$ cat src/include/gfx_macros.svh
//**************************************************
// sizes for the raster subsystem: framebuffer, display
// mode, fill lanes and merger credits
//**************************************************
`ifndef GFX_MACROS_SVH
`define GFX_MACROS_SVH

// framebuffer in pixels
`define GFX_FB_W      32
`define GFX_FB_H      24
`define GFX_SCALE     2     // integer upscale on display
`define GFX_OFFY      4     // first display row of picture

// display mode, pixel clock is clk_sys
`define GFX_H_ACTIVE  64
`define GFX_H_TOTAL   80
`define GFX_V_ACTIVE  56
`define GFX_V_TOTAL   60

// drawing
`define GFX_LANES     4     // fill engines, 1..GFX_FB_H
`define GFX_CREDITS   4     // merger fifo depth per lane

// widths
`define GFX_CIDX_W    4     // colour index
`define GFX_ADDR_W    10    // covers FB_W*FB_H
`define GFX_CORD_W    8     // signed coordinates

`endif
$ cat src/hw/gfx_pkg.sv
//**************************************************
// raster types: opcode and fill state enums, command,
// pixel write, scan position, rgb and fixed palette
//**************************************************
`default_nettype none
`include "gfx_macros.svh"

package gfx_pkg;

    typedef enum logic [0:0] {OP_CLEAR, OP_FILL_RECT} gfx_op_e;

    typedef enum logic [1:0] {IDLE, CLIP, ROW, DONE} fill_state_e;

    typedef struct packed {
        gfx_op_e                       op;
        logic signed [`GFX_CORD_W-1:0] x0;   // may start off screen
        logic signed [`GFX_CORD_W-1:0] y0;
        logic [`GFX_CORD_W-1:0]        w;
        logic [`GFX_CORD_W-1:0]        h;
        logic [`GFX_CIDX_W-1:0]        cidx;
    } draw_cmd_t;

    typedef struct packed {
        logic [`GFX_ADDR_W-1:0] addr;
        logic [`GFX_CIDX_W-1:0] cidx;
    } pix_wr_t;

    typedef struct packed {
        logic signed [`GFX_CORD_W-1:0] sx;
        logic signed [`GFX_CORD_W-1:0] sy;
        logic                          de;     // active area
        logic                          frame;  // at (0,0)
        logic                          line;   // at sx 0
    } scan_pos_t;

    typedef struct packed {
        logic [7:0] r;
        logic [7:0] g;
        logic [7:0] b;
    } rgb_t;

    // 4 bits per channel, rrrr_gggg_bbbb
    localparam logic [11:0] PALETTE [16] = '{
        12'h124, 12'hFFF, 12'hE22, 12'h2C3, 12'h23E, 12'hEE3, 12'h2DE, 12'hD3D,
        12'h888, 12'hF82, 12'h741, 12'h8CF, 12'hFAB, 12'h4A6, 12'h527, 12'h000
    };

    function automatic rgb_t palette_rgb(input logic [`GFX_CIDX_W-1:0] cidx);
        logic [11:0] c;
        c = PALETTE[cidx];
        palette_rgb.r = {2{c[11:8]}};  // nibble doubled to 8 bits
        palette_rgb.g = {2{c[7:4]}};
        palette_rgb.b = {2{c[3:0]}};
    endfunction

endpackage

`default_nettype wire

$ cat src/hw/gfx_raster_top.sv
//**************************************************
// raster top: dispatch, fill lanes, merger, memory,
// display timing and palette scanout
//**************************************************
`default_nettype none
`timescale 1ns/1ns
`include "gfx_macros.svh"

module gfx_raster_top import gfx_pkg::*; (
    input  logic                          clk_sys,
    input  logic                          rst_sys,
    input  draw_cmd_t                     cmd,
    input  logic                          cmd_valid,
    output logic                          cmd_ready,
    output logic                          idle,
    output logic signed [`GFX_CORD_W-1:0] sdl_sx,
    output logic signed [`GFX_CORD_W-1:0] sdl_sy,
    output logic                          sdl_de,
    output logic                          sdl_frame,
    output logic [7:0]                    sdl_r,
    output logic [7:0]                    sdl_g,
    output logic [7:0]                    sdl_b
);

    draw_cmd_t              lane_cmd [`GFX_LANES];
    logic [`GFX_LANES-1:0]  lane_start, lane_busy;
    pix_wr_t                lane_wr [`GFX_LANES];
    logic [`GFX_LANES-1:0]  lane_wr_valid, credit_ret;
    logic                   merge_empty, fb_we;
    pix_wr_t                fb_wr;
    logic [`GFX_ADDR_W-1:0] rd_addr;
    logic [`GFX_CIDX_W-1:0] rd_cidx;
    scan_pos_t              pos, out_pos;
    rgb_t                   rgb;

    cmd_dispatch u_cmd_dispatch (
        .clk_sys, .rst_sys, .cmd, .cmd_valid, .cmd_ready,
        .lane_busy, .lane_cmd, .lane_start, .merge_empty, .idle
    );

    for (genvar i = 0; i < `GFX_LANES; i++) begin : g_lane
        rect_fill_engine u_rect_fill_engine (
            .clk_sys, .rst_sys,
            .cmd        (lane_cmd[i]),
            .start      (lane_start[i]),
            .busy       (lane_busy[i]),
            .wr         (lane_wr[i]),
            .wr_valid   (lane_wr_valid[i]),
            .credit_ret (credit_ret[i])
        );
    end

    pixel_write_merge u_pixel_write_merge (
        .clk_sys, .rst_sys, .wr(lane_wr), .wr_valid(lane_wr_valid),
        .credit_ret, .fb_wr, .fb_we, .empty(merge_empty)
    );

    framebuffer_ram u_framebuffer_ram (
        .clk_sys, .we(fb_we), .wr(fb_wr), .rd_addr, .rd_cidx
    );

    display_timing u_display_timing (.clk_sys, .rst_sys, .pos);

    scanout_palette u_scanout_palette (
        .clk_sys, .rst_sys, .pos, .rd_addr, .rd_cidx, .out_pos, .rgb
    );

    // sdl style outputs
    assign sdl_sx    = out_pos.sx;
    assign sdl_sy    = out_pos.sy;
    assign sdl_de    = out_pos.de;
    assign sdl_frame = out_pos.frame;
    assign sdl_r     = rgb.r;
    assign sdl_g     = rgb.g;
    assign sdl_b     = rgb.b;

endmodule

`default_nettype wire

$ cat src/hw/scanout_palette.sv
//**************************************************
// scanout: scaled read address, latency alignment,
// palette lookup and black border, registered out
//**************************************************
`default_nettype none
`timescale 1ns/1ns
`include "gfx_macros.svh"

module scanout_palette import gfx_pkg::*; (
    input  logic                   clk_sys,
    input  logic                   rst_sys,
    input  scan_pos_t              pos,
    output logic [`GFX_ADDR_W-1:0] rd_addr,
    input  logic [`GFX_CIDX_W-1:0] rd_cidx,
    output scan_pos_t              out_pos,
    output rgb_t                   rgb
);

    localparam int SW = (`GFX_SCALE > 1) ? $clog2(`GFX_SCALE) : 1;

    logic [`GFX_CORD_W-1:0] fx;        // framebuffer column
    logic [SW-1:0]          xs, ys;    // position inside scaled pixel
    logic [`GFX_ADDR_W-1:0] row_base;  // fy * FB_W, stepped per scaled row
    logic                   line_end, next_top, paint;
    scan_pos_t              pos_d [2];
    logic [1:0]             paint_d;

    assign line_end = (pos.sx == `GFX_H_TOTAL - 1);
    assign next_top = (`GFX_OFFY == 0) ? (pos.sy == `GFX_V_TOTAL - 1)
                                       : (pos.sy == `GFX_OFFY - 1);
    assign paint = (pos.sy >= `GFX_OFFY) && (pos.sy < `GFX_OFFY + `GFX_FB_H * `GFX_SCALE)
                && (pos.sx >= 0) && (pos.sx < `GFX_FB_W * `GFX_SCALE);

    // counters track the current position, no divide
    always_ff @(posedge clk_sys) begin
        if (rst_sys) begin
            fx       <= '0;
            xs       <= '0;
            ys       <= '0;
            row_base <= '0;
        end else begin
            if (line_end) begin
                fx <= '0;
                xs <= '0;
            end else if (xs == SW'(`GFX_SCALE - 1)) begin
                xs <= '0;
                fx <= fx + 1'b1;
            end else begin
                xs <= xs + 1'b1;
            end
            if (line_end) begin
                if (next_top) begin      // picture starts next line
                    ys       <= '0;
                    row_base <= '0;
                end else if (ys == SW'(`GFX_SCALE - 1)) begin
                    ys       <= '0;
                    row_base <= row_base + `GFX_ADDR_W'(`GFX_FB_W);
                end else begin
                    ys <= ys + 1'b1;
                end
            end
        end
    end

    // stage 1 address, stage 2 memory, stage 3 palette
    always_ff @(posedge clk_sys) begin
        rd_addr <= row_base + `GFX_ADDR_W'(fx);
        rgb     <= (pos_d[1].de && paint_d[1]) ? palette_rgb(rd_cidx) : '0;
    end

    always_ff @(posedge clk_sys) begin
        if (rst_sys) begin
            pos_d[0] <= '0;
            pos_d[1] <= '0;
            paint_d  <= '0;
            out_pos  <= '0;
        end else begin
            pos_d[0] <= pos;
            pos_d[1] <= pos_d[0];
            paint_d  <= {paint_d[0], paint};
            out_pos  <= pos_d[1];  // lines up with rgb
        end
    end

endmodule

`default_nettype wire

$ cat src/hw/display_timing.sv
//**************************************************
// display timing: line and frame counters, data
// enable, frame and line pulses
//**************************************************
`default_nettype none
`timescale 1ns/1ns
`include "gfx_macros.svh"

module display_timing import gfx_pkg::*; (
    input  logic      clk_sys,
    input  logic      rst_sys,
    output scan_pos_t pos
);

    logic signed [`GFX_CORD_W-1:0] sx, sy;

    always_ff @(posedge clk_sys) begin
        if (rst_sys) begin
            sx <= '0;
            sy <= '0;
        end else if (sx == `GFX_H_TOTAL - 1) begin  // end of line
            sx <= '0;
            sy <= (sy == `GFX_V_TOTAL - 1) ? '0 : sy + 1'b1;
        end else begin
            sx <= sx + 1'b1;
        end
    end

    // no blanking offset, active area starts at (0,0)
    always_comb begin
        pos.sx    = sx;
        pos.sy    = sy;
        pos.de    = (sx < `GFX_H_ACTIVE) && (sy < `GFX_V_ACTIVE);
        pos.frame = (sx == 0) && (sy == 0);
        pos.line  = (sx == 0);
    end

endmodule

`default_nettype wire

$ cat src/hw/framebuffer_ram.sv
//**************************************************
// framebuffer memory, one write port and one
// registered read port
//**************************************************
`default_nettype none
`timescale 1ns/1ns
`include "gfx_macros.svh"

module framebuffer_ram import gfx_pkg::*; (
    input  logic                   clk_sys,
    input  logic                   we,
    input  pix_wr_t                wr,
    input  logic [`GFX_ADDR_W-1:0] rd_addr,
    output logic [`GFX_CIDX_W-1:0] rd_cidx
);

    localparam int DEPTH = `GFX_FB_W * `GFX_FB_H;

    logic [`GFX_CIDX_W-1:0] mem [DEPTH];

    initial begin
        for (int i = 0; i < DEPTH; i++) mem[i] = '0;  // starts as palette 0
    end

    always_ff @(posedge clk_sys) begin
        if (we) mem[wr.addr] <= wr.cidx;
        rd_cidx <= mem[rd_addr];  // one cycle read
    end

endmodule

`default_nettype wire

$ cat src/hw/pixel_write_merge.sv
//**************************************************
// write merger: per-lane fifos, credit return and
// round-robin drain onto the framebuffer write port
//**************************************************
`default_nettype none
`timescale 1ns/1ns
`include "gfx_macros.svh"

module pixel_write_merge import gfx_pkg::*; (
    input  logic                  clk_sys,
    input  logic                  rst_sys,
    input  pix_wr_t               wr [`GFX_LANES],
    input  logic [`GFX_LANES-1:0] wr_valid,
    output logic [`GFX_LANES-1:0] credit_ret,
    output pix_wr_t               fb_wr,
    output logic                  fb_we,
    output logic                  empty
);

    localparam int LW  = (`GFX_LANES > 1) ? $clog2(`GFX_LANES) : 1;
    localparam int PW  = (`GFX_CREDITS > 1) ? $clog2(`GFX_CREDITS) : 1;
    localparam int CNW = $clog2(`GFX_CREDITS + 1);

    pix_wr_t               fifo_mem [`GFX_LANES][`GFX_CREDITS];
    logic [PW-1:0]         wp [`GFX_LANES];
    logic [PW-1:0]         rp [`GFX_LANES];
    logic [CNW-1:0]        cnt [`GFX_LANES];
    logic [LW-1:0]         rr;       // first lane to look at
    logic [LW-1:0]         grant;
    logic                  grant_ok;
    logic [`GFX_LANES-1:0] pop;
    logic                  all_empty;

    // round robin from rr, nearest non-empty fifo wins
    always_comb begin
        int idx;
        grant    = rr;
        grant_ok = 1'b0;
        for (int k = `GFX_LANES - 1; k >= 0; k--) begin
            idx = int'(rr) + k;
            if (idx >= `GFX_LANES) idx -= `GFX_LANES;
            if (cnt[idx] != '0) begin
                grant    = LW'(idx);
                grant_ok = 1'b1;
            end
        end
    end

    always_comb begin
        all_empty = 1'b1;
        for (int i = 0; i < `GFX_LANES; i++) begin
            pop[i] = grant_ok && (grant == LW'(i));
            if (cnt[i] != '0) all_empty = 1'b0;
        end
    end

    assign empty = all_empty && !fb_we;  // include write still in flight

    always_ff @(posedge clk_sys) begin
        for (int i = 0; i < `GFX_LANES; i++) begin
            if (wr_valid[i]) fifo_mem[i][wp[i]] <= wr[i];
        end
        fb_wr <= fifo_mem[grant][rp[grant]];
    end

    always_ff @(posedge clk_sys) begin
        if (rst_sys) begin
            rr         <= '0;
            fb_we      <= 1'b0;
            credit_ret <= '0;
            for (int i = 0; i < `GFX_LANES; i++) begin
                wp[i]  <= '0;
                rp[i]  <= '0;
                cnt[i] <= '0;
            end
        end else begin
            fb_we      <= grant_ok;
            credit_ret <= pop;       // credit back with the pop
            if (grant_ok) rr <= (grant == LW'(`GFX_LANES - 1)) ? '0 : grant + 1'b1;
            for (int i = 0; i < `GFX_LANES; i++) begin
                if (wr_valid[i]) wp[i] <= (wp[i] == PW'(`GFX_CREDITS - 1)) ? '0 : wp[i] + 1'b1;
                if (pop[i])      rp[i] <= (rp[i] == PW'(`GFX_CREDITS - 1)) ? '0 : rp[i] + 1'b1;
                cnt[i] <= cnt[i] + CNW'(wr_valid[i]) - CNW'(pop[i]);
            end
        end
    end

    // engine credits should make overflow impossible
    for (genvar i = 0; i < `GFX_LANES; i++) begin : g_chk
        a_no_overflow: assert property (@(posedge clk_sys) disable iff (rst_sys)
            wr_valid[i] |-> cnt[i] < CNW'(`GFX_CREDITS))
            else $error("lane %0d fifo pushed while full", i);
    end

endmodule

`default_nettype wire

$ cat src/hw/rect_fill_engine.sv
//**************************************************
// rectangle fill lane: clip to framebuffer, walk rows
// and emit pixel writes while credits last
//**************************************************
`default_nettype none
`timescale 1ns/1ns
`include "gfx_macros.svh"

module rect_fill_engine import gfx_pkg::*; (
    input  logic      clk_sys,
    input  logic      rst_sys,
    input  draw_cmd_t cmd,
    input  logic      start,
    output logic      busy,
    output pix_wr_t   wr,
    output logic      wr_valid,
    input  logic      credit_ret
);

    localparam int CRW = $clog2(`GFX_CREDITS + 1);
    localparam int EW  = `GFX_CORD_W + 2;  // room for x0+w

    fill_state_e             state;
    draw_cmd_t               cmd_r;
    logic [CRW-1:0]          credits;
    logic signed [EW-1:0]    x_beg, x_end, y_beg, y_end;
    logic                    empty;
    logic [`GFX_ADDR_W-1:0]  start_addr;
    logic [`GFX_CORD_W-1:0]  x_lo, x_hi, y_hi, x_cur, y_cur;
    logic [`GFX_ADDR_W-1:0]  addr, row_addr;

    // clip window used in CLIP
    always_comb begin
        x_beg = (cmd_r.x0 < 0) ? '0 : EW'(cmd_r.x0);
        y_beg = (cmd_r.y0 < 0) ? '0 : EW'(cmd_r.y0);
        x_end = cmd_r.x0 + $signed({2'b00, cmd_r.w}) - 1;  // inclusive
        y_end = cmd_r.y0 + $signed({2'b00, cmd_r.h}) - 1;
        if (x_end > `GFX_FB_W - 1) x_end = `GFX_FB_W - 1;
        if (y_end > `GFX_FB_H - 1) y_end = `GFX_FB_H - 1;
        empty = (x_beg > x_end) || (y_beg > y_end);  // zero size lands here too
        start_addr = `GFX_ADDR_W'(y_beg * `GFX_FB_W + x_beg);
    end

    assign busy     = (state != IDLE);
    assign wr_valid = (state == ROW) && (credits != '0);
    assign wr.addr  = addr;
    assign wr.cidx  = cmd_r.cidx;

    always_ff @(posedge clk_sys) begin
        if (rst_sys) begin
            state   <= IDLE;
            credits <= CRW'(`GFX_CREDITS);
        end else begin
            credits <= credits - CRW'(wr_valid) + CRW'(credit_ret);
            case (state)
                IDLE: if (start) state <= CLIP;
                CLIP: state <= empty ? IDLE : ROW;
                ROW:  if (wr_valid && x_cur == x_hi && y_cur == y_hi) state <= DONE;
                DONE: state <= IDLE;  // last write already pushed
                default: state <= IDLE;
            endcase
        end
    end

    // walk datapath
    always_ff @(posedge clk_sys) begin
        if (state == IDLE && start) cmd_r <= cmd;
        if (state == CLIP) begin
            x_lo     <= x_beg[`GFX_CORD_W-1:0];
            x_hi     <= x_end[`GFX_CORD_W-1:0];
            y_hi     <= y_end[`GFX_CORD_W-1:0];
            x_cur    <= x_beg[`GFX_CORD_W-1:0];
            y_cur    <= y_beg[`GFX_CORD_W-1:0];
            addr     <= start_addr;
            row_addr <= start_addr;
        end else if (wr_valid) begin
            if (x_cur == x_hi) begin     // next row starts at x_lo
                x_cur    <= x_lo;
                y_cur    <= y_cur + 1'b1;
                row_addr <= row_addr + `GFX_ADDR_W'(`GFX_FB_W);
                addr     <= row_addr + `GFX_ADDR_W'(`GFX_FB_W);
            end else begin
                x_cur <= x_cur + 1'b1;
                addr  <= addr + 1'b1;
            end
        end
    end

    // spending the last credit stops writes until one comes back
    a_no_overdraw: assert property (@(posedge clk_sys) disable iff (rst_sys)
        (credits == CRW'(1)) && wr_valid && !credit_ret |=> !wr_valid)
        else $error("write without credit");

    // merger must not hand back more credits than were spent
    a_credit_max: assert property (@(posedge clk_sys) disable iff (rst_sys)
        credits <= CRW'(`GFX_CREDITS))
        else $error("credit count %0d above limit", credits);

endmodule

`default_nettype wire

$ cat src/hw/cmd_dispatch.sv
//**************************************************
// command dispatch with one-entry holding register,
// free lane pick, clear banding and clear barrier
//**************************************************
`default_nettype none
`timescale 1ns/1ns
`include "gfx_macros.svh"

module cmd_dispatch import gfx_pkg::*; (
    input  logic                   clk_sys,
    input  logic                   rst_sys,
    input  draw_cmd_t              cmd,
    input  logic                   cmd_valid,
    output logic                   cmd_ready,
    input  logic [`GFX_LANES-1:0]  lane_busy,
    output draw_cmd_t              lane_cmd [`GFX_LANES],
    output logic [`GFX_LANES-1:0]  lane_start,
    input  logic                   merge_empty,
    output logic                   idle
);

    draw_cmd_t             pend_cmd;
    logic                  pend_valid;
    logic                  clr_run;    // clear lanes still draining
    logic [`GFX_LANES-1:0] free_hot;   // lowest free lane as one-hot
    logic                  all_quiet;
    logic                  issue;

    // lowest index wins
    always_comb begin
        free_hot = '0;
        for (int i = `GFX_LANES - 1; i >= 0; i--) begin
            if (!lane_busy[i]) free_hot = `GFX_LANES'(1) << i;
        end
    end

    assign all_quiet = (lane_busy == '0) && merge_empty;

    always_comb begin
        issue = 1'b0;
        if (pend_valid && !clr_run) begin
            if (pend_cmd.op == OP_CLEAR) issue = all_quiet;  // barrier
            else                         issue = (free_hot != '0);
        end
    end

    assign lane_start = !issue ? '0 : (pend_cmd.op == OP_CLEAR) ? '1 : free_hot;
    assign cmd_ready  = !pend_valid || issue;  // slot frees as it issues
    assign idle       = !pend_valid && all_quiet;

    // clears become one full-width row band per lane
    always_comb begin
        for (int i = 0; i < `GFX_LANES; i++) begin
            lane_cmd[i] = pend_cmd;
            if (pend_cmd.op == OP_CLEAR) begin
                lane_cmd[i].x0 = '0;
                lane_cmd[i].y0 = `GFX_CORD_W'(i * `GFX_FB_H / `GFX_LANES);
                lane_cmd[i].w  = `GFX_CORD_W'(`GFX_FB_W);
                lane_cmd[i].h  = `GFX_CORD_W'((i + 1) * `GFX_FB_H / `GFX_LANES
                                              - i * `GFX_FB_H / `GFX_LANES);
            end
        end
    end

    always_ff @(posedge clk_sys) begin
        if (cmd_valid && cmd_ready) pend_cmd <= cmd;  // accepted payload
    end

    always_ff @(posedge clk_sys) begin
        if (rst_sys) begin
            pend_valid <= 1'b0;
            clr_run    <= 1'b0;
        end else begin
            if (cmd_valid && cmd_ready) pend_valid <= 1'b1;
            else if (issue)             pend_valid <= 1'b0;
            if (issue && pend_cmd.op == OP_CLEAR) clr_run <= 1'b1;
            else if (clr_run && all_quiet)         clr_run <= 1'b0;  // bands written
        end
    end

    // the encoder sees a started lane as busy one cycle later
    a_start_taken: assert property (@(posedge clk_sys) disable iff (rst_sys)
        (lane_start != '0) |=> (lane_busy & $past(lane_start)) == $past(lane_start))
        else $error("started lane not busy on the next cycle");

endmodule

`default_nettype wire

$ cat config.mk
export PLATFORM = sky130hd
export DESIGN_NAME = gfx_raster_top
export DESIGN_NICKNAME = d
export VERILOG_FILES = /design/src/hw/gfx_pkg.sv /design/src/hw/gfx_raster_top.sv /design/src/hw/scanout_palette.sv /design/src/hw/display_timing.sv /design/src/hw/framebuffer_ram.sv /design/src/hw/pixel_write_merge.sv /design/src/hw/rect_fill_engine.sv /design/src/hw/cmd_dispatch.sv
export VERILOG_INCLUDE_DIRS = /design/src /design/src/include
export SDC_FILE = /design/constraint.sdc
export NUM_CORES = 2
export LEC_CHECK = 0
export BUFFER_PORTS_ARGS = -buffer_cell sky130_fd_sc_hd__buf_2
export CAP_MARGIN = 0
export CORE_MARGIN = 3
export CORE_UTILIZATION = 46
export CTS_CLUSTER_DIAMETER = 50
export DETAILED_ROUTE_END_ITERATION = 6
export PLACE_DENSITY = 0.65
export SYNTH_ARGS = -nofsm -noshare
export SYNTH_HDL_FRONTEND = slang
export SYNTH_SLANG_ARGS = --single-unit
$ cat constraint.sdc
create_clock -name clk_sys -period 14.73 [get_ports clk_sys]
set_clock_uncertainty 0.05 [all_clocks]
set_input_delay 2.946 -clock clk_sys [delete_from_list [all_inputs] [get_ports clk_sys]]
set_output_delay 2.946 -clock clk_sys [all_outputs]
set_load 0.005 [all_outputs]
==> out/summary.md <==
The run finished with clean final reports. The number of nets produced by synthesis came out at 9744. From synthesis to final layout, the design area changed by 11.8%.

In this run, synthesis produced a sequential element count of 3899. The ratio of routed vias to standard cells is 5.95. The first routing iteration left 11000 violations. The final routed wire length divided by cell count is 28.6 um, and the wire length of the first global-routing pass is 605000 um. The floorplan die height is 598 um, and the final-report max-slew violation count is 0.

The run gives 0 as the hold violation count in the final report. Combined area of all synthesized cells: 0.161 sq mm. Post-CTS timing repair inserted 0 buffers for setup. Cell internal power was estimated by the tool at 20.8 mW. Counting distinct cell types in the post-synthesis netlist gives 73. IR analysis of the VDD net gives a maximum drop of 149 uV.

In this run the number of H-tree levels came out at 5. The highest fanout seen on the critical path was 98. STA puts the critical path data arrival time at 6860 ps.

The commonest non-fill, non-tap cell in the layout is sky130_fd_sc_hd__edfxtp_1. For this run, the total global-route usage over all layers was measured as 23.0%. The root buffer cell chosen for the clock tree is sky130_fd_sc_hd__clkbuf_16. In this run, synthesis inferred 3729 flip-flops with an integrated enable. The largest total area in the synthesized netlist belongs to sky130_fd_sc_hd__edfxtp_1. The master of the slowest instance on the critical path is sky130_fd_sc_hd__dfxtp_4. Clock-pin slew was measured on the worst setup and hold paths at 60 ps. The ratio of cells with drive above 1 in the final layout is 18.1%, and the clock power share is 36.5%. The total core area was 0.347 sq mm. Before antenna repair, the detailed router went through 5 iterations.

The type of the tightest min-delay check was reg -> reg. The part of the total power dissipated in combinational logic was 14.8%. Summed over all nets, the switching power comes to 7.75 mW. The overall die area is 0.357 sq mm. The biggest cell delay along the critical path is 910 ps, and the total CTS buffers is 416.

For this design, the sink count on the clock tree is 3899. The shortest period the worst path allows came out at 6050 ps. The tools report the post-layout instance count excluding filler cells as 14500. By area the synthesized netlist is led by sky130_fd_sc_hd__edfxtp_1, sky130_fd_sc_hd__mux4_2, sky130_fd_sc_hd__nor2_1, sky130_fd_sc_hd__dfxtp_1, sky130_fd_sc_hd__ha_1.

The tools report the part of the Yosys area used for sequential elements as 71.7%. Leaving out fill and tap cells, the most frequent cells in the layout are sky130_fd_sc_hd__edfxtp_1, sky130_fd_sc_hd__nor2_1, sky130_fd_sc_hd__mux4_2, sky130_fd_sc_hd__clkbuf_16, sky130_fd_sc_hd__nand2_1. The logs give 87800 for the via count of the first global-routing pass and 0 for the quantity of gates resized following cts. Registers are responsible for 48.8% of the overall power. Setup repair after global routing left no endpoint under its margin. For the worst slew slack as a fraction of its limit, the log shows 1.89%. Data on the critical path is required at its endpoint by 15530 ps.

Count of antenna-violating nets left after detailed routing: 0. The worst path uses 41.1% of the clock period. The number of antenna violations at the first check in global routing is 22, and the horizontal extent of the die is 598 um. The synthesized area per cell was 17.1 sq um; the post-place instance area was 0.166 sq mm.

Clock latency on the worst-skew pair, taken at its later pin, is 970 ps. Summing all non-filler instances in the final layout gives an area of 0.180 sq mm. The largest net degree at the start of global routing is 241.

The signal on the critical path passes through buf_12 -> buf_12 -> buf_4 -> mux4_2 -> mux4_2 -> nand2_1 -> nand2_1 -> a211oi_1 -> nor4_1 -> a311o_1. Across all layers, the routed design uses 86400 vias. Hold repair after CTS inserted 0 buffers.

Count of max-cap constraint violations: 0. The synthesized netlist cell count was 9420. The run gives 165 MHz as the maximum frequency from static timing analysis.

Slew at the pin closest to its max-slew limit: 1470 ps. Setup violations remaining at the end of the flow were counted as 0. In this run the tool buffered the top-level ports with 83 buffer cells. Including well taps, the total number of placed cells is 13700. The completed layout was analyzed and its total power is 28.5 mW.

The run gives 0 ps as the total negative slack for setup checks. The dominant synthesized flop cell is sky130_fd_sc_hd__edfxtp_1. At the end of the flow, the number of nets in the layout was 9900. No sink is reached through more buffers than the 4 on the longest clock path. The leakage power is 57.5 nW, and the detailed placer's ending HPWL is 258000 um. TritonCTS built the clock tree. The critical path is of the reg -> reg type. The tools report the sort of element at the start of the critical path as a register. Hold timing on the final database bottoms out at a slack of 345 ps.

The power density normalized to cell area was 159 mW/mm^2; the top-level I/O count was 84. The floorplan has 216 rows. The tools report the wire length after detailed routing as 415000 um.

At the end of routability-driven placement, the weighted congestion stood at 0.844. The starting utilization of the core area was 46.4%; the proportion of total power due to net switching was 27.2%. For the yosys synthesis warning count, the log shows 0. After detailed routing, the number of remaining DRC violations is 0. STA classifies the critical path endpoint as a register. The top cell type by area accounts for 69.6% of the synthesized area. The share of flip-flops with an asynchronous set or reset after synthesis works out to 0%. For the leftover overflow at the end of global routing, the log shows 0.
[cell type report]
type / count / area, sq um
Fill cell: 27400 / 167000
Sequential cell: 3899 / 115000
Multi-Input combinational cell: 4612 / 41700
Clock buffer: 493 / 10800
Tap cell: 4578 / 5730
Clock inverter: 271 / 2820
Timing Repair Buffer: 278 / 2010
Inverter: 369 / 1400
Antenna cell: 11 / 27.5
[per-layer routing]
metal | vias up | GRT usage, % | routed length (um)
li1 | 36900 | - | -
met1 | 44700 | 31.1 | 161000
met2 | 4098 | 37.6 | 201000
met3 | 762 | 3.83 | 35700
met4 | 8 | 9.16 | 17700
met5 | - | 0 | 55
[cell usage after synthesis (80+ instances only)]
master and count:
sky130_fd_sc_hd__edfxtp_1 3729, sky130_fd_sc_hd__nor2_1 1094, sky130_fd_sc_hd__mux4_2 736, sky130_fd_sc_hd__nand2_1 376, sky130_fd_sc_hd__inv_1 366, sky130_fd_sc_hd__mux2i_1 316
sky130_fd_sc_hd__clkbuf_1 280, sky130_fd_sc_hd__a21oi_1 263, sky130_fd_sc_hd__ha_1 256, sky130_fd_sc_hd__o21ai_0 191, sky130_fd_sc_hd__dfxtp_1 170, sky130_fd_sc_hd__nand3_1 159
sky130_fd_sc_hd__xnor2_1 152, sky130_fd_sc_hd__xor2_1 107, sky130_fd_sc_hd__nor2b_1 102, sky130_fd_sc_hd__nor3_1 80
[sequential cells by signal (all words and copies together), names as in the netlist, 10 cells and up, named ones only]
signal                              flops
u_framebuffer_ram.mem                3072
u_pixel_write_merge.fifo_mem          224
g_lane.u_rect_fill_engine.cmd_r       128
g_lane.u_rect_fill_engine.addr         40
g_lane.u_rect_fill_engine.row_addr     40
u_scanout_palette.pos_d                36
g_lane.u_rect_fill_engine.x_cur        32
g_lane.u_rect_fill_engine.x_hi         32
g_lane.u_rect_fill_engine.y_cur        32
g_lane.u_rect_fill_engine.y_hi         32
u_cmd_dispatch.pend_cmd                32
g_lane.u_rect_fill_engine.x_lo         28
u_scanout_palette.out_pos              18
g_lane.u_rect_fill_engine.wr           16
u_pixel_write_merge.fb_wr              14
g_lane.u_rect_fill_engine.credits      12
u_pixel_write_merge.cnt                12
u_scanout_palette.rgb                  12
u_scanout_palette.rd_addr              10
[power groups by stage]
stage          Combinational (mW)  Clock [mW]  Sequential (mW)
2_1_floorplan                2.02           0             15.6
3_3_place_gp                 4.08           0             14.1
3_5_place_dp                 4.22           0             14.1
4_1_cts                      4.23        10.5             13.9
5_1_grt                      4.55        11.0             13.9
6_report                     4.21        10.4             13.9
[critical path: cells and delay by family (launching register included)]
kind / cells / cell delay [ps]
and+or+nand+nor: 3 / 260
muxes: 2 / 1060
DFF: 1 / 910
buffers and inverters: 3 / 2110
AOI/OAI and AO/OA: 2 / 1190
[cells by family (layout without fill, tap and decap cells)]
logic type      after synthesis  after routing  synth area share [%]
mux                        1113           1113                  12.9
other cells                   0             11                     0
buf+inv                     909           1411                  2.61
simple gates               2087           2087                  5.68
flops                      3899           3899                  71.7
xor+xnor                    259            259                  1.41
compound gates              869            869                  3.43
fa+ha+maj                   284            284                  2.34
[final timing paths]
check | from | endpoint | slack, ps | cells past startpoint
worst max-delay path | u_scanout_palette.rd_addr[0] | u_framebuffer_ram.rd_cidx[1] | 8680 | 10
worst min-delay path | u_scanout_palette.fx[3] | u_scanout_palette.rd_addr[3] | 350 | 0
worst max register to register | u_scanout_palette.rd_addr[0] | u_framebuffer_ram.rd_cidx[1] | 8680 | 10
worst min register to register | u_scanout_palette.fx[3] | u_scanout_palette.rd_addr[3] | 350 | 0
[through the flow]
stage	setup slack (ps)	utilization [%]
detailed placement	8620	47.9
floorplan	2910	-
global placement	7840	47.9
global route	8290	51.8
CTS	8600	51.8
finish	8680	51.8
Power figures use the tool's default switching activity.
